$ cat config.mk
export PLATFORM = sky130hd
export DESIGN_NAME = sdram_sched_top
export DESIGN_NICKNAME = d
export VERILOG_FILES = /design/src/sdram_sched_pkg.sv /design/src/sdram_bank_timers.sv /design/src/sdram_bank_table.sv /design/src/sdram_refresh_timer.sv /design/src/sdram_sched_fsm.sv /design/src/sdram_data_path.sv /design/src/sdram_sched_top.sv
export VERILOG_INCLUDE_DIRS = /design/src
export SDC_FILE = /design/constraint.sdc
export NUM_CORES = 1
export LEC_CHECK = 0
export ABC_AREA = 1
export ABC_CLOCK_PERIOD_IN_PS = 3200
export BUFFER_PORTS_ARGS = -buffer_cell sky130_fd_sc_hd__buf_2
export CORE_MARGIN = 2
export CORE_UTILIZATION = 40
export CTS_CLUSTER_SIZE = 30
export DETAILED_ROUTE_END_ITERATION = 8
export PLACE_DENSITY_LB_ADDON = 0.08
export SYNTH_ARGS = -nofsm -noshare
export SYNTH_HDL_FRONTEND = slang
export SYNTH_SLANG_ARGS = --single-unit
export TNS_END_PERCENT = 50
$ cat constraint.sdc
create_clock -name clk_i -period 3.2 [get_ports clk_i]
set_input_delay 0.16 -clock clk_i [delete_from_list [all_inputs] [get_ports clk_i]]
set_output_delay 0.16 -clock clk_i [all_outputs]
set_load 0.01 [all_outputs]
$ cat src/sdram_sched_cfg.svh
////////////////////
// Compile-time settings for the single-port SDRAM command scheduler
// Widths, burst length and all timing values in clock cycles
// Included by the package, every RTL file and the testbench
////////////////////

`ifndef SDRAM_SCHED_CFG_SVH
`define SDRAM_SCHED_CFG_SVH

// Address and data widths
`define SDRAM_BA_W      2
`define SDRAM_ROW_W     11
`define SDRAM_COL_W     8
`define SDRAM_DQ_W      16
`define SDRAM_BURST_LEN 4

// Device timings in cycles
`define SDRAM_CL        2
`define SDRAM_T_RCD     2
`define SDRAM_T_RP      2
`define SDRAM_T_RAS     5
`define SDRAM_T_WR      2
`define SDRAM_T_RFC     7
`define SDRAM_T_REFI    300

// Width shared by all timing down-counters
`define SDRAM_TIMER_W   4

`endif

$ cat src/sdram_sched_pkg.sv
////////////////////
// Types shared by the SDRAM scheduler blocks
// Vector widths come from the config header
////////////////////

`include "sdram_sched_cfg.svh"

package sdram_sched_pkg;

  typedef logic [`SDRAM_BA_W-1:0]                  ba_t;
  typedef logic [`SDRAM_ROW_W-1:0]                 row_t;
  typedef logic [`SDRAM_COL_W-1:0]                 col_t;
  typedef logic [`SDRAM_DQ_W-1:0]                  dq_t;
  // Word 0 sits in the low bits
  typedef logic [`SDRAM_BURST_LEN*`SDRAM_DQ_W-1:0] burst_t;
  // Bit 10 selects all banks on PRE
  typedef logic [`SDRAM_ROW_W-1:0]                 sdram_addr_t;
  typedef logic [`SDRAM_TIMER_W-1:0]               tcnt_t;

  // Encoded as {cs_n, ras_n, cas_n, we_n}
  typedef enum logic [3:0] {
    CMD_NOP = 4'b0111,
    CMD_ACT = 4'b0011,
    CMD_RD  = 4'b0101,
    CMD_WR  = 4'b0100,
    CMD_PRE = 4'b0010,
    CMD_REF = 4'b0001
  } sdram_cmd_e;

  typedef enum logic [1:0] {
    ST_IDLE,
    ST_PRE_ALL,
    ST_REF
  } sched_state_e;

endpackage

$ cat src/sdram_bank_timers.sv
////////////////////
// Timing counters for the SDRAM scheduler
// Per bank tRCD, tRP and tRAS/tWR, plus tRFC and burst busy
// A counter loads when its command is decided and its done flag
// is set while the count is zero
////////////////////

`timescale 1ns/1ns
`include "sdram_sched_cfg.svh"

module sdram_bank_timers (
  input  logic                          clk_i,
  input  logic                          rst_ni,
  input  logic                          act_i,
  input  logic                          pre_i,
  input  logic                          pre_all_i,
  input  logic                          ref_i,
  input  logic                          rd_i,
  input  logic                          wr_i,
  input  sdram_sched_pkg::ba_t          cmd_ba_i,
  output logic [(1 << `SDRAM_BA_W)-1:0] rcd_done_o,
  output logic [(1 << `SDRAM_BA_W)-1:0] rp_done_o,
  output logic [(1 << `SDRAM_BA_W)-1:0] ras_done_o,
  output logic                          rfc_done_o,
  output logic                          burst_done_o
);

  localparam int BANKS = 1 << `SDRAM_BA_W;

  // Load values are one less than the command spacing
  localparam sdram_sched_pkg::tcnt_t RCD_LD  = sdram_sched_pkg::tcnt_t'(`SDRAM_T_RCD - 1);
  localparam sdram_sched_pkg::tcnt_t RP_LD   = sdram_sched_pkg::tcnt_t'(`SDRAM_T_RP - 1);
  localparam sdram_sched_pkg::tcnt_t RAS_LD  = sdram_sched_pkg::tcnt_t'(`SDRAM_T_RAS - 1);
  localparam sdram_sched_pkg::tcnt_t RFC_LD  = sdram_sched_pkg::tcnt_t'(`SDRAM_T_RFC - 1);
  // Last write word plus write recovery
  localparam sdram_sched_pkg::tcnt_t WREC_LD =
    sdram_sched_pkg::tcnt_t'(`SDRAM_BURST_LEN + `SDRAM_T_WR - 1);
  // Read data still returns CL cycles after the command
  localparam sdram_sched_pkg::tcnt_t RD_BUSY_LD =
    sdram_sched_pkg::tcnt_t'(`SDRAM_CL + `SDRAM_BURST_LEN - 1);
  localparam sdram_sched_pkg::tcnt_t WR_BUSY_LD =
    sdram_sched_pkg::tcnt_t'(`SDRAM_BURST_LEN - 1);

  sdram_sched_pkg::tcnt_t rfc_cnt;
  sdram_sched_pkg::tcnt_t burst_cnt;

  // Load wins, else count down and stop at zero
  function automatic sdram_sched_pkg::tcnt_t cnt_next(input sdram_sched_pkg::tcnt_t cnt,
                                                      input logic                   load,
                                                      input sdram_sched_pkg::tcnt_t val);
    if (load)
      return val;
    if (cnt != '0)
      return cnt - 1'b1;
    return cnt;
  endfunction

  ////////////////////
  // Per-bank counters
  ////////////////////
  for (genvar b = 0; b < BANKS; b++)
  begin : gen_bank
    logic                   bank_sel;
    sdram_sched_pkg::tcnt_t rcd_cnt;
    sdram_sched_pkg::tcnt_t rp_cnt;
    sdram_sched_pkg::tcnt_t ras_cnt;
    sdram_sched_pkg::tcnt_t wrec_val;

    assign bank_sel = cmd_ba_i == sdram_sched_pkg::ba_t'(b);
    // A write only ever extends the window to PRE
    assign wrec_val = (WREC_LD > ras_cnt) ? WREC_LD : ras_cnt;

    always_ff @(posedge clk_i or negedge rst_ni)
    begin
      if (!rst_ni)
      begin
        rcd_cnt <= '0;
        rp_cnt  <= '0;
        ras_cnt <= '0;
      end
      else
      begin
        rcd_cnt <= cnt_next(rcd_cnt, act_i & bank_sel, RCD_LD);
        rp_cnt  <= cnt_next(rp_cnt, (pre_i & bank_sel) | pre_all_i, RP_LD);
        ras_cnt <= cnt_next(ras_cnt, (act_i | wr_i) & bank_sel, act_i ? RAS_LD : wrec_val);
      end
    end

    assign rcd_done_o[b] = rcd_cnt == '0;
    assign rp_done_o[b]  = rp_cnt == '0;
    assign ras_done_o[b] = ras_cnt == '0;
  end

  ////////////////////
  // Global counters
  ////////////////////
  always_ff @(posedge clk_i or negedge rst_ni)
  begin
    if (!rst_ni)
    begin
      rfc_cnt   <= '0;
      burst_cnt <= '0;
    end
    else
    begin
      rfc_cnt   <= cnt_next(rfc_cnt, ref_i, RFC_LD);
      burst_cnt <= cnt_next(burst_cnt, rd_i | wr_i, rd_i ? RD_BUSY_LD : WR_BUSY_LD);
    end
  end

  assign rfc_done_o   = rfc_cnt == '0;
  assign burst_done_o = burst_cnt == '0;

endmodule

$ cat src/sdram_bank_table.sv
////////////////////
// Open-row table for the SDRAM scheduler
// Tracks which bank is open and on which row, and decodes the
// status of the bank the client asks for
////////////////////

`timescale 1ns/1ns
`include "sdram_sched_cfg.svh"

module sdram_bank_table (
  input  logic                  clk_i,
  input  logic                  rst_ni,
  input  logic                  act_i,
  input  logic                  pre_i,
  input  logic                  pre_all_i,
  input  sdram_sched_pkg::ba_t  cmd_ba_i,
  input  sdram_sched_pkg::row_t cmd_row_i,
  input  sdram_sched_pkg::ba_t  req_ba_i,
  input  sdram_sched_pkg::row_t req_row_i,
  output logic                  row_hit_o,
  output logic                  bank_idle_o,
  output logic                  all_idle_o
);

  localparam int BANKS = 1 << `SDRAM_BA_W;

  logic [BANKS-1:0]      bank_open;
  sdram_sched_pkg::row_t open_row [BANKS];

  always_ff @(posedge clk_i or negedge rst_ni)
  begin
    if (!rst_ni)
      bank_open <= '0;
    else if (pre_all_i)
      bank_open <= '0;
    else if (pre_i)
      bank_open[cmd_ba_i] <= 1'b0;
    else if (act_i)
      bank_open[cmd_ba_i] <= 1'b1;
  end

  // Row is only valid while the open flag is set
  always_ff @(posedge clk_i)
  begin
    if (act_i)
      open_row[cmd_ba_i] <= cmd_row_i;
  end

  assign row_hit_o   = bank_open[req_ba_i] && (open_row[req_ba_i] == req_row_i);
  assign bank_idle_o = ~bank_open[req_ba_i];
  assign all_idle_o  = ~|bank_open;

endmodule

$ cat src/sdram_refresh_timer.sv
////////////////////
// Auto-refresh interval timer
// Counts owed refreshes, one per T_REFI, and pays one back per REF
////////////////////

`timescale 1ns/1ns
`include "sdram_sched_cfg.svh"

module sdram_refresh_timer (
  input  logic clk_i,
  input  logic rst_ni,
  input  logic ref_issued_i,
  output logic refresh_pending_o
);

  localparam int REFI_W = $clog2(`SDRAM_T_REFI);

  logic [REFI_W-1:0] refi_cnt;
  logic              refi_expired;
  logic [2:0]        pending;

  assign refi_expired = refi_cnt == '0;

  always_ff @(posedge clk_i or negedge rst_ni)
  begin
    if (!rst_ni)
      refi_cnt <= REFI_W'(`SDRAM_T_REFI - 1);
    else if (refi_expired)
      refi_cnt <= REFI_W'(`SDRAM_T_REFI - 1);
    else
      refi_cnt <= refi_cnt - 1'b1;
  end

  // Saturates at both ends
  always_ff @(posedge clk_i or negedge rst_ni)
  begin
    if (!rst_ni)
      pending <= '0;
    else
    begin
      case ({refi_expired, ref_issued_i})
        2'b10: if (pending != '1) pending <= pending + 1'b1;
        2'b01: if (pending != '0) pending <= pending - 1'b1;
        default: ;
      endcase
    end
  end

  assign refresh_pending_o = |pending;

endmodule

$ cat src/sdram_sched_fsm.sv
////////////////////
// Command FSM of the SDRAM scheduler
// Picks REF, PRE, ACT, RD or WR each cycle and registers the command
// Load strobes leave with the decision so that timers and the bank
// table update on the edge that puts the command on the bus
////////////////////

`timescale 1ns/1ns
`include "sdram_sched_cfg.svh"

module sdram_sched_fsm (
  input  logic                          clk_i,
  input  logic                          rst_ni,
  input  logic                          rd_req_i,
  input  logic                          wr_req_i,
  input  sdram_sched_pkg::ba_t          req_ba_i,
  input  sdram_sched_pkg::row_t         req_row_i,
  input  sdram_sched_pkg::col_t         req_col_i,
  input  logic                          row_hit_i,
  input  logic                          bank_idle_i,
  input  logic                          all_idle_i,
  input  logic [(1 << `SDRAM_BA_W)-1:0] rcd_done_i,
  input  logic [(1 << `SDRAM_BA_W)-1:0] rp_done_i,
  input  logic [(1 << `SDRAM_BA_W)-1:0] ras_done_i,
  input  logic                          rfc_done_i,
  input  logic                          burst_done_i,
  input  logic                          refresh_pending_i,
  output logic                          act_o,
  output logic                          pre_o,
  output logic                          pre_all_o,
  output logic                          ref_o,
  output logic                          rd_o,
  output logic                          wr_o,
  output sdram_sched_pkg::ba_t          cmd_ba_o,
  output logic                          rd_rdy_o,
  output logic                          wr_rdy_o,
  output sdram_sched_pkg::sdram_cmd_e   sdram_cmd_o,
  output sdram_sched_pkg::ba_t          sdram_ba_o,
  output sdram_sched_pkg::sdram_addr_t  sdram_addr_o
);

  sdram_sched_pkg::sched_state_e state;
  sdram_sched_pkg::sched_state_e state_nxt;
  sdram_sched_pkg::sdram_cmd_e   cmd_nxt;
  sdram_sched_pkg::ba_t          ba_nxt;
  sdram_sched_pkg::sdram_addr_t  addr_nxt;
  logic                          req_valid;

  // Request is still high during its ready pulse
  assign req_valid = (rd_req_i | wr_req_i) & ~rd_rdy_o & ~wr_rdy_o;

  ////////////////////
  // Next command
  ////////////////////
  always_comb
  begin
    state_nxt = state;
    cmd_nxt   = sdram_sched_pkg::CMD_NOP;
    ba_nxt    = sdram_ba_o;
    addr_nxt  = sdram_addr_o;

    case (state)
      sdram_sched_pkg::ST_IDLE:
        if (refresh_pending_i)
        begin
          // Refresh first, banks must be closed
          if (all_idle_i && &rp_done_i && rfc_done_i && burst_done_i)
            cmd_nxt = sdram_sched_pkg::CMD_REF;
          else if (!all_idle_i && &ras_done_i && rfc_done_i && burst_done_i)
          begin
            cmd_nxt      = sdram_sched_pkg::CMD_PRE;
            addr_nxt     = '0;
            addr_nxt[10] = 1'b1;
            state_nxt    = sdram_sched_pkg::ST_PRE_ALL;
          end
        end
        else if (req_valid)
        begin
          if (row_hit_i)
          begin
            if (rcd_done_i[req_ba_i] && burst_done_i)
            begin
              // Read wins over write
              cmd_nxt  = rd_req_i ? sdram_sched_pkg::CMD_RD : sdram_sched_pkg::CMD_WR;
              ba_nxt   = req_ba_i;
              addr_nxt = sdram_sched_pkg::sdram_addr_t'(req_col_i);
            end
          end
          else if (bank_idle_i)
          begin
            if (rp_done_i[req_ba_i] && rfc_done_i)
            begin
              cmd_nxt  = sdram_sched_pkg::CMD_ACT;
              ba_nxt   = req_ba_i;
              addr_nxt = req_row_i;
            end
          end
          // Bank open on another row
          else if (ras_done_i[req_ba_i] && burst_done_i)
          begin
            cmd_nxt  = sdram_sched_pkg::CMD_PRE;
            ba_nxt   = req_ba_i;
            addr_nxt = '0;
          end
        end

      // PRE-all is on the bus now
      sdram_sched_pkg::ST_PRE_ALL:
        state_nxt = sdram_sched_pkg::ST_REF;

      sdram_sched_pkg::ST_REF:
        if (&rp_done_i && rfc_done_i)
        begin
          cmd_nxt   = sdram_sched_pkg::CMD_REF;
          state_nxt = sdram_sched_pkg::ST_IDLE;
        end

      default:
        state_nxt = sdram_sched_pkg::ST_IDLE;
    endcase
  end

  // Strobes to timers, bank table and data path
  assign act_o     = cmd_nxt == sdram_sched_pkg::CMD_ACT;
  assign pre_o     = (cmd_nxt == sdram_sched_pkg::CMD_PRE) & ~addr_nxt[10];
  assign pre_all_o = (cmd_nxt == sdram_sched_pkg::CMD_PRE) & addr_nxt[10];
  assign ref_o     = cmd_nxt == sdram_sched_pkg::CMD_REF;
  assign rd_o      = cmd_nxt == sdram_sched_pkg::CMD_RD;
  assign wr_o      = cmd_nxt == sdram_sched_pkg::CMD_WR;
  assign cmd_ba_o  = ba_nxt;

  ////////////////////
  // Registered outputs
  ////////////////////
  always_ff @(posedge clk_i or negedge rst_ni)
  begin
    if (!rst_ni)
    begin
      state       <= sdram_sched_pkg::ST_IDLE;
      sdram_cmd_o <= sdram_sched_pkg::CMD_NOP;
      rd_rdy_o    <= 1'b0;
      wr_rdy_o    <= 1'b0;
    end
    else
    begin
      state       <= state_nxt;
      sdram_cmd_o <= cmd_nxt;
      rd_rdy_o    <= rd_o;
      wr_rdy_o    <= wr_o;
    end
  end

  always_ff @(posedge clk_i)
  begin
    sdram_ba_o   <= ba_nxt;
    sdram_addr_o <= addr_nxt;
  end

endmodule

$ cat src/sdram_data_path.sv
////////////////////
// DQ handling for the SDRAM scheduler
// Writes shift the burst out one word per cycle from the WR cycle
// Reads open a valid window CL cycles after the RD cycle
////////////////////

`timescale 1ns/1ns
`include "sdram_sched_cfg.svh"

module sdram_data_path (
  input  logic                    clk_i,
  input  logic                    rst_ni,
  input  logic                    rd_i,
  input  logic                    wr_i,
  input  sdram_sched_pkg::burst_t wr_data_i,
  input  sdram_sched_pkg::dq_t    sdram_dq_i,
  output sdram_sched_pkg::dq_t    sdram_dq_o,
  output logic                    sdram_dqoe_o,
  output sdram_sched_pkg::dq_t    rd_data_o,
  output logic                    rd_valid_o
);

  localparam int BCNT_W = $clog2(`SDRAM_BURST_LEN) + 1;

  sdram_sched_pkg::burst_t wr_buf;
  logic [BCNT_W-1:0]       wr_cnt;
  logic [`SDRAM_CL-1:0]    rd_dly;
  logic [BCNT_W-1:0]       rd_cnt;

  // Word 0 leaves first
  always_ff @(posedge clk_i)
  begin
    if (wr_i)
      wr_buf <= wr_data_i;
    else
      wr_buf <= wr_buf >> `SDRAM_DQ_W;
  end

  always_ff @(posedge clk_i or negedge rst_ni)
  begin
    if (!rst_ni)
    begin
      wr_cnt <= '0;
      rd_dly <= '0;
      rd_cnt <= '0;
    end
    else
    begin
      if (wr_i)
        wr_cnt <= BCNT_W'(`SDRAM_BURST_LEN);
      else if (wr_cnt != '0)
        wr_cnt <= wr_cnt - 1'b1;

      // CAS latency marker
      rd_dly <= {rd_dly[`SDRAM_CL-2:0], rd_i};

      if (rd_dly[`SDRAM_CL-1])
        rd_cnt <= BCNT_W'(`SDRAM_BURST_LEN);
      else if (rd_cnt != '0)
        rd_cnt <= rd_cnt - 1'b1;
    end
  end

  assign sdram_dq_o   = wr_buf[`SDRAM_DQ_W-1:0];
  assign sdram_dqoe_o = |wr_cnt;
  assign rd_data_o    = sdram_dq_i;
  assign rd_valid_o   = |rd_cnt;

endmodule

$ cat src/sdram_sched_top.sv
////////////////////
// Single-port SDRAM command scheduler
// Client side takes level requests and returns a one-cycle ready
// SDRAM side drives commands and a burst of four words
////////////////////

`timescale 1ns/1ns
`include "sdram_sched_cfg.svh"

module sdram_sched_top (
  input  logic                         clk_i,
  input  logic                         rst_ni,
  input  logic                         rd_req_i,
  input  logic                         wr_req_i,
  input  sdram_sched_pkg::ba_t         ba_i,
  input  sdram_sched_pkg::row_t        row_i,
  input  sdram_sched_pkg::col_t        col_i,
  input  sdram_sched_pkg::burst_t      wr_data_i,
  output logic                         rd_rdy_o,
  output logic                         wr_rdy_o,
  output sdram_sched_pkg::dq_t         rd_data_o,
  output logic                         rd_valid_o,
  output sdram_sched_pkg::sdram_cmd_e  sdram_cmd_o,
  output sdram_sched_pkg::ba_t         sdram_ba_o,
  output sdram_sched_pkg::sdram_addr_t sdram_addr_o,
  output sdram_sched_pkg::dq_t         sdram_dq_o,
  output logic                         sdram_dqoe_o,
  input  sdram_sched_pkg::dq_t         sdram_dq_i
);

  localparam int BANKS = 1 << `SDRAM_BA_W;

  // FSM strobes
  logic                 act;
  logic                 pre;
  logic                 pre_all;
  logic                 ref_cmd;
  logic                 rd;
  logic                 wr;
  sdram_sched_pkg::ba_t cmd_ba;

  // Status back to the FSM
  logic [BANKS-1:0] rcd_done;
  logic [BANKS-1:0] rp_done;
  logic [BANKS-1:0] ras_done;
  logic             rfc_done;
  logic             burst_done;
  logic             row_hit;
  logic             bank_idle;
  logic             all_idle;
  logic             refresh_pending;

  sdram_sched_fsm i_fsm (
    .clk_i             (clk_i),
    .rst_ni            (rst_ni),
    .rd_req_i          (rd_req_i),
    .wr_req_i          (wr_req_i),
    .req_ba_i          (ba_i),
    .req_row_i         (row_i),
    .req_col_i         (col_i),
    .row_hit_i         (row_hit),
    .bank_idle_i       (bank_idle),
    .all_idle_i        (all_idle),
    .rcd_done_i        (rcd_done),
    .rp_done_i         (rp_done),
    .ras_done_i        (ras_done),
    .rfc_done_i        (rfc_done),
    .burst_done_i      (burst_done),
    .refresh_pending_i (refresh_pending),
    .act_o             (act),
    .pre_o             (pre),
    .pre_all_o         (pre_all),
    .ref_o             (ref_cmd),
    .rd_o              (rd),
    .wr_o              (wr),
    .cmd_ba_o          (cmd_ba),
    .rd_rdy_o          (rd_rdy_o),
    .wr_rdy_o          (wr_rdy_o),
    .sdram_cmd_o       (sdram_cmd_o),
    .sdram_ba_o        (sdram_ba_o),
    .sdram_addr_o      (sdram_addr_o)
  );

  sdram_bank_timers i_timers (
    .clk_i        (clk_i),
    .rst_ni       (rst_ni),
    .act_i        (act),
    .pre_i        (pre),
    .pre_all_i    (pre_all),
    .ref_i        (ref_cmd),
    .rd_i         (rd),
    .wr_i         (wr),
    .cmd_ba_i     (cmd_ba),
    .rcd_done_o   (rcd_done),
    .rp_done_o    (rp_done),
    .ras_done_o   (ras_done),
    .rfc_done_o   (rfc_done),
    .burst_done_o (burst_done)
  );

  sdram_bank_table i_bank_table (
    .clk_i       (clk_i),
    .rst_ni      (rst_ni),
    .act_i       (act),
    .pre_i       (pre),
    .pre_all_i   (pre_all),
    .cmd_ba_i    (cmd_ba),
    .cmd_row_i   (row_i),
    .req_ba_i    (ba_i),
    .req_row_i   (row_i),
    .row_hit_o   (row_hit),
    .bank_idle_o (bank_idle),
    .all_idle_o  (all_idle)
  );

  sdram_refresh_timer i_refresh (
    .clk_i             (clk_i),
    .rst_ni            (rst_ni),
    .ref_issued_i      (ref_cmd),
    .refresh_pending_o (refresh_pending)
  );

  sdram_data_path i_data_path (
    .clk_i        (clk_i),
    .rst_ni       (rst_ni),
    .rd_i         (rd),
    .wr_i         (wr),
    .wr_data_i    (wr_data_i),
    .sdram_dq_i   (sdram_dq_i),
    .sdram_dq_o   (sdram_dq_o),
    .sdram_dqoe_o (sdram_dqoe_o),
    .rd_data_o    (rd_data_o),
    .rd_valid_o   (rd_valid_o)
  );

endmodule

# Word level (Yosys, flattened, before mapping)
# Memory sizes are Yosys's and may differ from the RTL's.
# Index checks and enable logic that the tools add are counted.
[classes]
addsub = 19
order_cmp = 7
eq_ne = 24
muxes = 166
bitwise = 29
reduce_logical = 76
[ops]
columns = ["op", "count"]
rows = [
  ["two-way mux 4 bit", 73],
  ["two-way mux 11 bit", 10],
  ["nonzero test 4 bit", 15],
  ["zero test 4 bit", 14],
  ["subtractor 4 x 1 -> 4 bit (second input constant)", 14],
  ["two-way mux 1 bit", 50],
  ["two-way mux 48 bit", 1],
  ["nonzero test 2 bit", 18],
  ["two-way mux 3 bit", 11],
  ["two-way mux 2 bit", 12],
  ["AND 1 bit", 16],
  ["greater-than comparator 3 x 4 -> 1 bit (first input constant)", 4],
  ["logical AND 1 bit", 12],
  ["AND reduction 4 bit", 3],
  ["nonzero test 3 bit", 4],
  ["== test 11 bit", 1],
  ["!= test 2 x 1 -> 1 bit (second input constant)", 5],
  ["zero test 9 bit", 1],
  ["two-way mux 9 bit", 1],
  ["OR reduction 3 bit", 3],
  ["subtractor 3 x 1 -> 3 bit (second input constant)", 3],
  ["subtractor 9 x 1 -> 9 bit (second input constant)", 1],
  ["binary-select mux 1 bit (select 2 bit)", 4],
  ["== test 2 bit (second input constant)", 4],
  ["other kinds (24)", 41],
]
[word_totals]
register_bits = 165
mem_bits_rw = 44
input_bits = 105
out_inout_bits = 53
n_memories = 1
[mem_list]
columns = ["memory", "depth", "width", "read_ports", "rd_clocked_by_memory_dff", "write_ports", "line", "source"]
rows = [
  ["i_bank_table.open_row", 4, 11, 1, 0, 1, "sdram_bank_table.sv:28", "sdram_sched_pkg::row_t open_row [BANKS];"],
]

# Depth between registers and ports, before layout
# Gate-level depths: netlist of run 1.
[depth]
word_depth = 18
depth_mapped = 22
ltp_nobuf = 21

# Hierarchy
# Synthesis of run 1 repeated with hierarchy kept, for this count alone.
[unflattened]
hier_cells = 1228
area_unflattened_um2 = 10075.9
[by_module_without_submodules]
columns = ["module", "n_inst", "cells_each", "area_per_inst_um2", "seq_area_each_um2"]
rows = [
  ["sdram_bank_timers", 1, 437, 3295.7, 1401.3],
  ["sdram_data_path", 1, 330, 2668.8, 1481.4],
  ["sdram_bank_table", 1, 208, 2139.6, 1421.4],
  ["sdram_sched_fsm", 1, 173, 1298.7, 539.3],
  ["sdram_refresh_timer", 1, 80, 673.1, 306.5],
]

# Worst setup path before layout of run 1
# Ideal clock, no wire load.
[synth_timing]
kind = "reg2reg"
start = "register i_timers.gen_bank[3].ras_cnt[0]"
end = "register i_refresh.pending[2]"
arrival_time_ps = 2826
t_required_ps = 3075
path_slack_ps = 248
stages_incl_launch_ff = 20
period_less_slack_ps = 2952
cell_sequence = "dfrtp_1 inv_1 ha_1 inv_1 nor3_1 nand2_1 nand3_1 nand3_2 nor2_2 nand2_1 nand3_1 nand2_1 nor2_1 ha_1 xor2_1 ha_1 a21oi_1 xor2_1 nor2_1 xor2_1"
[synth_between]
elab_chain_len = 14
word_cells_on_any_way = 24
classes_between = "eq/ne (5); mux (11); reduce/logical (8)"
[synth_rtl]
columns = ["element", "line", "source"]
rows = [
  ["start, declared", "sdram_bank_timers.sv:66", "sdram_sched_pkg::tcnt_t ras_cnt;"],
  ["start signal, assigned", "sdram_bank_timers.sv:85", "ras_cnt <= cnt_next(ras_cnt, (act_i | wr_i) & bank_sel, act_i ? RAS_LD : wrec_val);"],
  ["zero test 4 bit (*)", "sdram_bank_timers.sv:91", "assign ras_done_o[b] = ras_cnt == '0;"],
  ["binary-select mux 1 bit (select 2 bit)", "sdram_sched_fsm.sv:99", "else if (ras_done_i[req_ba_i] && burst_done_i)"],
  ["two-way mux 1 bit (implied by the code)", "sdram_sched_fsm.sv:99", ""],
  ["logical AND 1 bit", "sdram_sched_fsm.sv:99", ""],
  ["two-way mux 3 bit", "sdram_sched_fsm.sv:99", ""],
  ["two-way mux 4 bit", "sdram_sched_fsm.sv:89", "else if (bank_idle_i)"],
  ["two-way mux 4 bit", "sdram_sched_fsm.sv:79", "if (row_hit_i)"],
  ["two-way mux 4 bit", "sdram_sched_fsm.sv:77", "else if (req_valid)"],
  ["two-way mux 4 bit (*)", "sdram_sched_fsm.sv:64", "if (refresh_pending_i)"],
  ["case mux 4 bit (2 select lines) (*)", "sdram_sched_fsm.sv:62", "case (state)"],
  ["== test 4 x 1 -> 1 bit (*)", "sdram_sched_fsm.sv:127", "assign ref_o = cmd_nxt == sdram_sched_pkg::CMD_REF;"],
  ["== test 2 x 1 -> 1 bit / == test 2 bit (equally long branches)", "sdram_refresh_timer.sv:41", "case ({refi_expired, ref_issued_i})"],
  ["!= test 2 x 1 -> 1 bit (no line) / nonzero test 2 bit (equally long branches)", "--", ""],
  ["AND reduction 3 bit (no line)", "--", ""],
  ["end signal, assigned", "sdram_refresh_timer.sv:42", "2'b10: if (pending != '1) pending <= pending + 1'b1;"],
  ["end signal, assigned", "sdram_refresh_timer.sv:43", "2'b01: if (pending != '0) pending <= pending - 1'b1;"],
  ["end, declared", "sdram_refresh_timer.sv:20", "logic [2:0] pending;"],
]
# Mark *: on every way between the ends. The rest lies on a longest branch, timed or not. The select of a mux whose other input is x is not followed.
# A chain may end at the register's enable or synchronous reset.

# Worst setup path after layout of run 1
[layout_timing]
start = "register i_timers.gen_bank[3].rp_cnt[0]"
end = "register i_refresh.pending[2]"
[layout_between]
elab_chain_len = 14
word_cells_on_any_way = 25
classes_between = "eq/ne (5); mux (11); reduce/logical (9)"
[layout_rtl]
columns = ["element", "line", "source"]
rows = [
  ["start, declared", "sdram_bank_timers.sv:65", "sdram_sched_pkg::tcnt_t rp_cnt;"],
  ["start signal, assigned", "sdram_bank_timers.sv:84", "rp_cnt <= cnt_next(rp_cnt, (pre_i & bank_sel) | pre_all_i, RP_LD);"],
  ["zero test 4 bit (*)", "sdram_bank_timers.sv:90", "assign rp_done_o[b] = rp_cnt == '0;"],
  ["binary-select mux 1 bit (select 2 bit)", "sdram_sched_fsm.sv:91", "if (rp_done_i[req_ba_i] && rfc_done_i)"],
  ["two-way mux 1 bit (implied by the code)", "sdram_sched_fsm.sv:91", ""],
  ["logical AND 1 bit", "sdram_sched_fsm.sv:91", ""],
  ["two-way mux 3 bit", "sdram_sched_fsm.sv:91", ""],
  ["two-way mux 4 bit", "sdram_sched_fsm.sv:89", ""],
  ["two-way mux 4 bit", "sdram_sched_fsm.sv:79", ""],
  ["two-way mux 4 bit", "sdram_sched_fsm.sv:77", ""],
  ["two-way mux 4 bit", "sdram_sched_fsm.sv:64", ""],
  ["case mux 4 bit (2 select lines) (*)", "sdram_sched_fsm.sv:62", ""],
  ["== test 4 x 1 -> 1 bit (*)", "sdram_sched_fsm.sv:127", ""],
  ["== test 2 x 1 -> 1 bit / == test 2 bit (equally long branches)", "sdram_refresh_timer.sv:41", ""],
  ["!= test 2 x 1 -> 1 bit (no line) / nonzero test 2 bit (equally long branches)", "--", ""],
  ["AND reduction 3 bit (no line)", "--", ""],
]
# Marks and branches as above.

==> results.yml, run 1 <==
yosys:
  cells_after_synthesis: 1166
  async_reset_ff_frac: 0.415
  synth.lib_cells_used.distinct: 48
  synthesis.area_mm2: 0.0100
  synth_enable_flop_cells: 54
  mappedNetlistNets: 1306
  share_of_synthesized_area_occupied_by_flip_flops_and_latches: 0.512
  synth.ff_latch_count: 207
  synthFlopType: "sky130_fd_sc_hd__dfrtp_1"
  synthesis.area_per_instance_um2: 8.58
  synthesis.yosys.warnings: 0
routing:
  post_drt_via_cell_ratio: 4.55
  finalWirelength_mm: 23.2
  via_count: 7841
  wl_per_cell_um: 13.5
  antenna_left: 0
  first_pass_iters: 4
  drc: 0
  drtIter0Drc: 419
setup_path:
  critPathArrivalTime_ps: 3410
  worstPathRequired_ps: 3600
  critPathLaunchType: "register"
  critPathMaxFanout: 5
  critical_path.endpoint_type: "register"
  setup_cp_type: "register to register"
die:
  die_span_in_y_um: 162
  std_cell_rows: 57
  die-width_um: 162
  dieArea_mm2: 0.0263
  io-pin-count: 158
  core_area_mm2: 0.0245
  starting_density: 0.409
min_path:
  timing.hold.worst.class: "input port to register"
place:
  gp_routability_congestion: 0.805
  hpwl_mm: 15.9
  placedCellCount: 1590
  placement.cell_area_mm2: 0.0109
  io_buffer_count: 124
layout:
  num_antenna_cells: 0
  postLayoutCellArea_mm2: 0.0126
  final_nets: 1522
  drive_gt1_frac: 0.194
  stdcell_count: 1724
  nFillCells: 2276
  syn2layout_area_growth_pct: 26.4
sta:
  setup-violations-final: 0
  period_utilisation_layout: 0.942
  timing_worst_slew_pin_value_ps: 819
  finalCriticalPeriod_ps: 3010
  setup_total_negative_slack_ps: 0
  clock-skew-final_ps: 9.38
  timing_max_transition_violations_final: 0
  maxSlewHeadroom: 0.454
  fmax_ghz: 0.332
  timing.final.hold_violations: 0
grt:
  grtUsageTotal: 0.181
  grt_first_pass_wirelength_mm: 38.7
  vias_in_the_first_global_route: 7885
  grt_antenna_before_repair: 1
  largest_net_degree_at_the_start_of_global_routing: 61
  grt_remaining_overflow: 0
clocking:
  cts_buffers: 24
  clock-root-buffer: "sky130_fd_sc_hd__clkbuf_16"
  clk_pin_slew_ps: 60
  cts_tree: "done"
  cts.path.max_buffers: 3
  clock_latency_ps: 520
  clock-sinks: 207
  htree_levels: 1
pwr:
  leakage_nw: 6.14
  worst_ir_drop_vdd_mv: 0.407
  power.density_cell_area_mw_per_mm2: 728
  total_power_w: 0.00920
status:
  run_status: "completed"
job:
  max_capacitance_violation_total: 0
Yosys cell counts, types with 4 or more instances:
master / count / area [µm²]
sky130_fd_sc_hd__nand2_1: 369 / 1390
sky130_fd_sc_hd__inv_1: 135 / 507
sky130_fd_sc_hd__dfrtp_1: 78 / 1950
sky130_fd_sc_hd__nand3_1: 78 / 390
sky130_fd_sc_hd__nor2_1: 70 / 263
sky130_fd_sc_hd__dfxtp_1: 67 / 1340
sky130_fd_sc_hd__edfxtp_1: 54 / 1620
sky130_fd_sc_hd__buf_4: 44 / 330
sky130_fd_sc_hd__o21ai_0: 41 / 205
sky130_fd_sc_hd__ha_1: 35 / 438
sky130_fd_sc_hd__a21oi_1: 21 / 105
sky130_fd_sc_hd__nor3_1: 16 / 80.1
sky130_fd_sc_hd__xnor2_1: 16 / 140
sky130_fd_sc_hd__xor2_1: 15 / 131
sky130_fd_sc_hd__o21ai_1: 14 / 70.1
sky130_fd_sc_hd__buf_6: 10 / 113
sky130_fd_sc_hd__nand4_1: 10 / 62.6
sky130_fd_sc_hd__nor2_4: 10 / 113
sky130_fd_sc_hd__o211ai_1: 10 / 75.1
sky130_fd_sc_hd__nor2_2: 9 / 56.3
sky130_fd_sc_hd__dfstp_2: 8 / 210
sky130_fd_sc_hd__nand2_2: 8 / 50.1
sky130_fd_sc_hd__mux2_2: 5 / 56.3
sky130_fd_sc_hd__inv_2: 4 / 15.0
sky130_fd_sc_hd__o21a_1: 4 / 30.0
sequential cells by signal (all words and copies together), names as in the netlist, 4 cells and up:
| signal | cells |
|---|---|
| i_data_path.wr_buf | 64 |
| i_timers.gen_bank.ras_cnt | 16 |
| i_timers.rfc_cnt | 4 |
| i_fsm.sdram_addr_o | 11 |
| i_bank_table.open_row | 44 |
| i_refresh.refi_cnt | 9 |
| i_bank_table.bank_open | 4 |
| i_timers.burst_cnt | 4 |
| i_timers.gen_bank.rp_cnt | 16 |
| i_timers.gen_bank.rcd_cnt | 16 |
logic make-up after synthesis:
kind of cell,share of synthesized area
xor gates and xnor gates,0.0271
buffers and inverters,0.0984
and+or+nand+nor,0.252
adders and majority gates,0.0438
AOI/OAI and AO/OA,0.0609
muxes,0.00563
other,0.000375
DFF,0.512
layout by cell type (no fill, tap or decap), types with 15 or more instances in the layout:
cell type | Yosys | final
sky130_fd_sc_hd__edfxtp_1 | 54 | 54
sky130_fd_sc_hd__buf_4 | 44 | 36
sky130_fd_sc_hd__a21oi_1 | 21 | 21
sky130_fd_sc_hd__nor3_1 | 16 | 15
sky130_fd_sc_hd__inv_1 | 135 | 132
sky130_fd_sc_hd__nand2_1 | 369 | 369
sky130_fd_sc_hd__buf_2 | 1 | 123
sky130_fd_sc_hd__ha_1 | 35 | 34
sky130_fd_sc_hd__o21ai_0 | 41 | 41
sky130_fd_sc_hd__dfxtp_1 | 67 | 67
sky130_fd_sc_hd__nand3_1 | 78 | 73
sky130_fd_sc_hd__dfrtp_1 | 78 | 78
sky130_fd_sc_hd__xnor2_1 | 16 | 16
sky130_fd_sc_hd__clkbuf_16 | 0 | 24
sky130_fd_sc_hd__nor2_1 | 70 | 66
sky130_fd_sc_hd__dlygate4sd3_1 | 0 | 84
layer usage:
layer	track usage	up-vias	share of wire
met5	0	-	0.00056
met4	0.0499	2	0.019
met2	0.315	120	0.49
met1	0.232	3583	0.45
li1	-	4100	-
met3	0.0312	36	0.041
timing repair:
item | CTS | global route
gates resized for setup | 0 | 19
endpoints found under the setup margin | 0 | 49
hold buffers | 84 | 0
hold endpoints to repair | 168 | 0
setup buffers | 0 | 6
final timing paths:
kind / slack [ps] / end / cells after the start / start
worst min register to register: 420 / i_data_path.wr_buf[47]$_DFF_P_ / 2 / i_data_path.wr_buf[63]$_SDFF_PN0_
worst max-delay path: 190 / i_refresh.pending[2]$_DFFE_PN0P_ / 16 / i_timers.gen_bank[3].rp_cnt[0]$_DFFE_PN0P_
max in group asynchronous: 2180 / i_fsm.sdram_cmd_o[0]$_DFF_PN1_ / 3 / rst_ni
worst max register to register: 190 / i_refresh.pending[2]$_DFFE_PN0P_ / 16 / i_timers.gen_bank[3].rp_cnt[0]$_DFFE_PN0P_
min in group asynchronous: 270 / i_timers.gen_bank[2].ras_cnt[3]$_DFFE_PN0P_ / 2 / rst_ni
worst min-delay path: 190 / i_data_path.rd_dly[0]$_DFF_PN0_ / 5 / rd_req_i
worst max-delay path, stage by stage (launching register included):
cell                       delay, ps
sky130_fd_sc_hd__dfrtp_1         380
sky130_fd_sc_hd__inv_1           140
sky130_fd_sc_hd__ha_1            190
sky130_fd_sc_hd__nand3_2         140
sky130_fd_sc_hd__o211ai_1        270
sky130_fd_sc_hd__nand3_1         140
sky130_fd_sc_hd__or2_2           310
sky130_fd_sc_hd__nand3_1         110
sky130_fd_sc_hd__nand2_1          90
sky130_fd_sc_hd__nor2_2          140
sky130_fd_sc_hd__ha_2            220
sky130_fd_sc_hd__xor2_2           70
sky130_fd_sc_hd__ha_1            180
sky130_fd_sc_hd__a21oi_1         150
sky130_fd_sc_hd__xor2_1          160
sky130_fd_sc_hd__nor2_1           70
sky130_fd_sc_hd__xor2_1          140
layout make-up:
class,count,area [µm²],share of cell area
Timing Repair Buffer,248,1830,0.144
Tap cell,324,405,0.0321
Sequential cell,207,5120,0.405
Multi-Input combinational cell,761,3970,0.314
Clock buffer,34,678,0.0536
Inverter,140,526,0.0416
Clock inverter,10,115,0.00910
report_power, final:
group          switching [W]  internal [W]
Sequential          0.000338       0.00320
Combinational        0.00165       0.00129
Clock                0.00107       0.00164
stage by stage:
stage / utilization / setup WS (ps) / hold WS (ps)
floorplan: - / 248 / -136
global placement: 0.445 / 208 / 297
detailed placement: 0.445 / 174 / 298
CTS: 0.512 / 161 / 156
global route: 0.517 / -30.6 / 217
finish: 0.517 / 185 / 186
(Power assumes the default switching activity.)
==> run 2: changes to the inputs <==
--- a/config.mk
+++ b/config.mk
@@ -7,13 +7,16 @@
 export NUM_CORES = 1
 export LEC_CHECK = 0
 export ABC_AREA = 1
-export ABC_CLOCK_PERIOD_IN_PS = 3200
+export ABC_CLOCK_PERIOD_IN_PS = 2700
 export BUFFER_PORTS_ARGS = -buffer_cell sky130_fd_sc_hd__buf_2
+export CELL_PAD_IN_SITES_DETAIL_PLACEMENT = 1
+export CELL_PAD_IN_SITES_GLOBAL_PLACEMENT = 2
 export CORE_MARGIN = 2
-export CORE_UTILIZATION = 40
+export CORE_UTILIZATION = 31
 export CTS_CLUSTER_SIZE = 30
 export DETAILED_ROUTE_END_ITERATION = 8
 export PLACE_DENSITY_LB_ADDON = 0.08
+export SKIP_CTS_REPAIR_TIMING = 1
 export SYNTH_ARGS = -nofsm -noshare
 export SYNTH_HDL_FRONTEND = slang
 export SYNTH_SLANG_ARGS = --single-unit
==> constraint.sdc (replaced) <==
create_clock -name clk_i -period 2.7 [get_ports clk_i]
set_input_delay 0.135 -clock clk_i [delete_from_list [all_inputs] [get_ports clk_i]]
set_output_delay 0.135 -clock clk_i [all_outputs]
set_load 0.01 [all_outputs]
==> results.yml, run 2 (synthesis gave the netlist of run 1 again) <==
grt:
  grt_remaining_overflow: 0
  grtUsageTotal: 0.169
  grt_antenna_before_repair: 0
  grt_first_pass_wirelength_mm: 45.5
  largest_net_degree_at_the_start_of_global_routing: 58
  vias_in_the_first_global_route: 8707
pwr:
  leakage_nw: 7.09
  worst_ir_drop_vdd_mv: 0.477
  power.density_cell_area_mw_per_mm2: 871
status:
  run_status: "finished, violations left"
  failed_checks: "setup timing"
routing:
  via_count: 8853
  drc: 0
  wl_per_cell_um: 15.5
  post_drt_via_cell_ratio: 4.50
  drtIter0Drc: 255
  first_pass_iters: 4
  antenna_left: 0
  finalWirelength_mm: 30.5
clocking:
  clock-root-buffer: "sky130_fd_sc_hd__clkbuf_16"
  clock-sinks: 207
  clk_pin_slew_ps: 60
  cts.path.max_buffers: 3
  clock_latency_ps: 520
  cts_buffers: 25
  cts_tree: "done"
  htree_levels: 1
place:
  gp_routability_congestion: 0.778
  placedCellCount: 1808
  placement.cell_area_mm2: 0.0122
  dp_slack_ps: -260
  io_buffer_count: 124
  hpwl_mm: 21.2
layout:
  final_nets: 1684
  top_reg_by_flops: "i_data_path.wr_buf"
  stdcell_count: 1966
  drive_gt1_frac: 0.322
  max_reg_flops: 64
  layout.core_utilization: 0.463
  reg.largest.list: "i_data_path.wr_buf: 64 flops, i_bank_table.open_row: 44 flops"
  syn2layout_area_growth_pct: 46.3
  most_frequent_standard_cell_in_the_layout_excluding_fill_and_tap_cells: "sky130_fd_sc_hd__nand2_1"
  most-common-layout-cells: "sky130_fd_sc_hd__nand2_1 (351), sky130_fd_sc_hd__buf_4 (174), sky130_fd_sc_hd__buf_2 (123)"
  postLayoutCellArea_mm2: 0.0146
setup_path:
  critPathArrivalTime_ps: 3260
  regToRegStartpoint: "i_timers.gen_bank[2].rcd_cnt[0]$_DFFE_PN0P_"
  setup_cp_type: "register to register"
  critical_path.endpoint_type: "register"
  reg2reg_setup_slack_ps: -120
  worstPathRequired_ps: 3140
  critPathMaxFanout: 2
  critPathLaunchType: "register"
  timing.rr.end: "i_refresh.pending[2]$_DFFE_PN0P_"
  rr_worst_depth: 19
die:
  std_cell_rows: 65
  dieArea_mm2: 0.0337
  starting_density: 0.316
  core_area_mm2: 0.0316
  io-pin-count: 158
  die-width_um: 184
  die_span_in_y_um: 184
job:
  max_capacitance_violation_total: 0
sta:
  clock-skew-final_ps: 11.0
  finalCriticalPeriod_ps: 2820
  timing.final.ws_setup_ps: -122
  period_utilisation_layout: 1.05
  timing.final.hold_violations: 0
  rsz0062_at_grt: "yes"
  timing_max_transition_violations_final: 0
  setup-violations-final: 37
  fmax_ghz: 0.354
min_path:
  timing.hold.worst.class: "input port to async pin"
[run 2: layout make-up]
type	instances	area, µm²
multi-input combinational	761	4390
antenna	1	2.50
inverter	140	528
timing repair buffer	409	3310
sequential	207	5120
tap	402	503
fill	3717	17000
clock inverter	10	104
clock buffer	36	677
[run 2: through the flow]
| stage | power, W | hold WS, ps | TNS [ps] |
|---|---|---|---|
| 2_1_floorplan | 0.00677 | -161 | 0 |
| 3_3_place_gp | 0.00867 | 125 | -9720 |
| 3_5_place_dp | 0.00881 | 123 | -10380 |
| 4_1_cts | 0.0122 | -435 | -9020 |
| 5_1_grt | 0.0138 | 134 | -20850 |
| 6_report | 0.0127 | 100 | -1370 |
[run 2: worst max path at each step]
stage	from	end	slack (ps)
after floorplan	i_timers.gen_bank[2].rp_cnt[1]$_DFFE_PN0P_	i_refresh.pending[2]$_DFFE_PN0P_	3
after global placement	ba_i[0]	i_timers.gen_bank[2].rp_cnt[2]$_DFFE_PN0P_	-230
after detailed placement	ba_i[1]	i_refresh.pending[2]$_DFFE_PN0P_	-260
after CTS	i_timers.gen_bank[0].rp_cnt[0]$_DFFE_PN0P_	i_refresh.pending[2]$_DFFE_PN0P_	-230
after global routing	i_timers.gen_bank[1].ras_cnt[0]$_DFFE_PN0P_	i_timers.gen_bank[3].ras_cnt[3]$_DFFE_PN0P_	-290
final	i_timers.gen_bank[2].rcd_cnt[0]$_DFFE_PN0P_	i_refresh.pending[2]$_DFFE_PN0P_	-120
[run 2: per-layer routing]
layer	track usage	share of wire
met1	0.230	0.46
met2	0.287	0.49
met3	0.0216	0.034
met4	0.0397	0.021
met5	0	0
[run 2: where the power goes]
group / total, W / internal [W] / switching [W]
logic: 0.00532 / 0.00265 / 0.00267
registers: 0.00418 / 0.00380 / 0.000381
clock network: 0.00325 / 0.00193 / 0.00132
total: 0.0127 / 0.00838 / 0.00437
[run 2: critical path, cell delays in order, from the launching register on]
cell and delay [ps]:
sky130_fd_sc_hd__dfrtp_1 390, sky130_fd_sc_hd__inv_2 70, sky130_fd_sc_hd__ha_1 170, sky130_fd_sc_hd__nand3_2 90
sky130_fd_sc_hd__inv_2 70, sky130_fd_sc_hd__nand2_1 50, sky130_fd_sc_hd__o211ai_1 110, sky130_fd_sc_hd__nand3_1 180
sky130_fd_sc_hd__inv_2 100, sky130_fd_sc_hd__nand4_1 140, sky130_fd_sc_hd__nand2_1 150, sky130_fd_sc_hd__nand2_2 80
sky130_fd_sc_hd__nor2_4 100, sky130_fd_sc_hd__ha_2 190, sky130_fd_sc_hd__xor2_1 160, sky130_fd_sc_hd__ha_2 190
sky130_fd_sc_hd__a21oi_2 40, sky130_fd_sc_hd__xor2_1 160, sky130_fd_sc_hd__nor2_1 120, sky130_fd_sc_hd__xor2_1 160
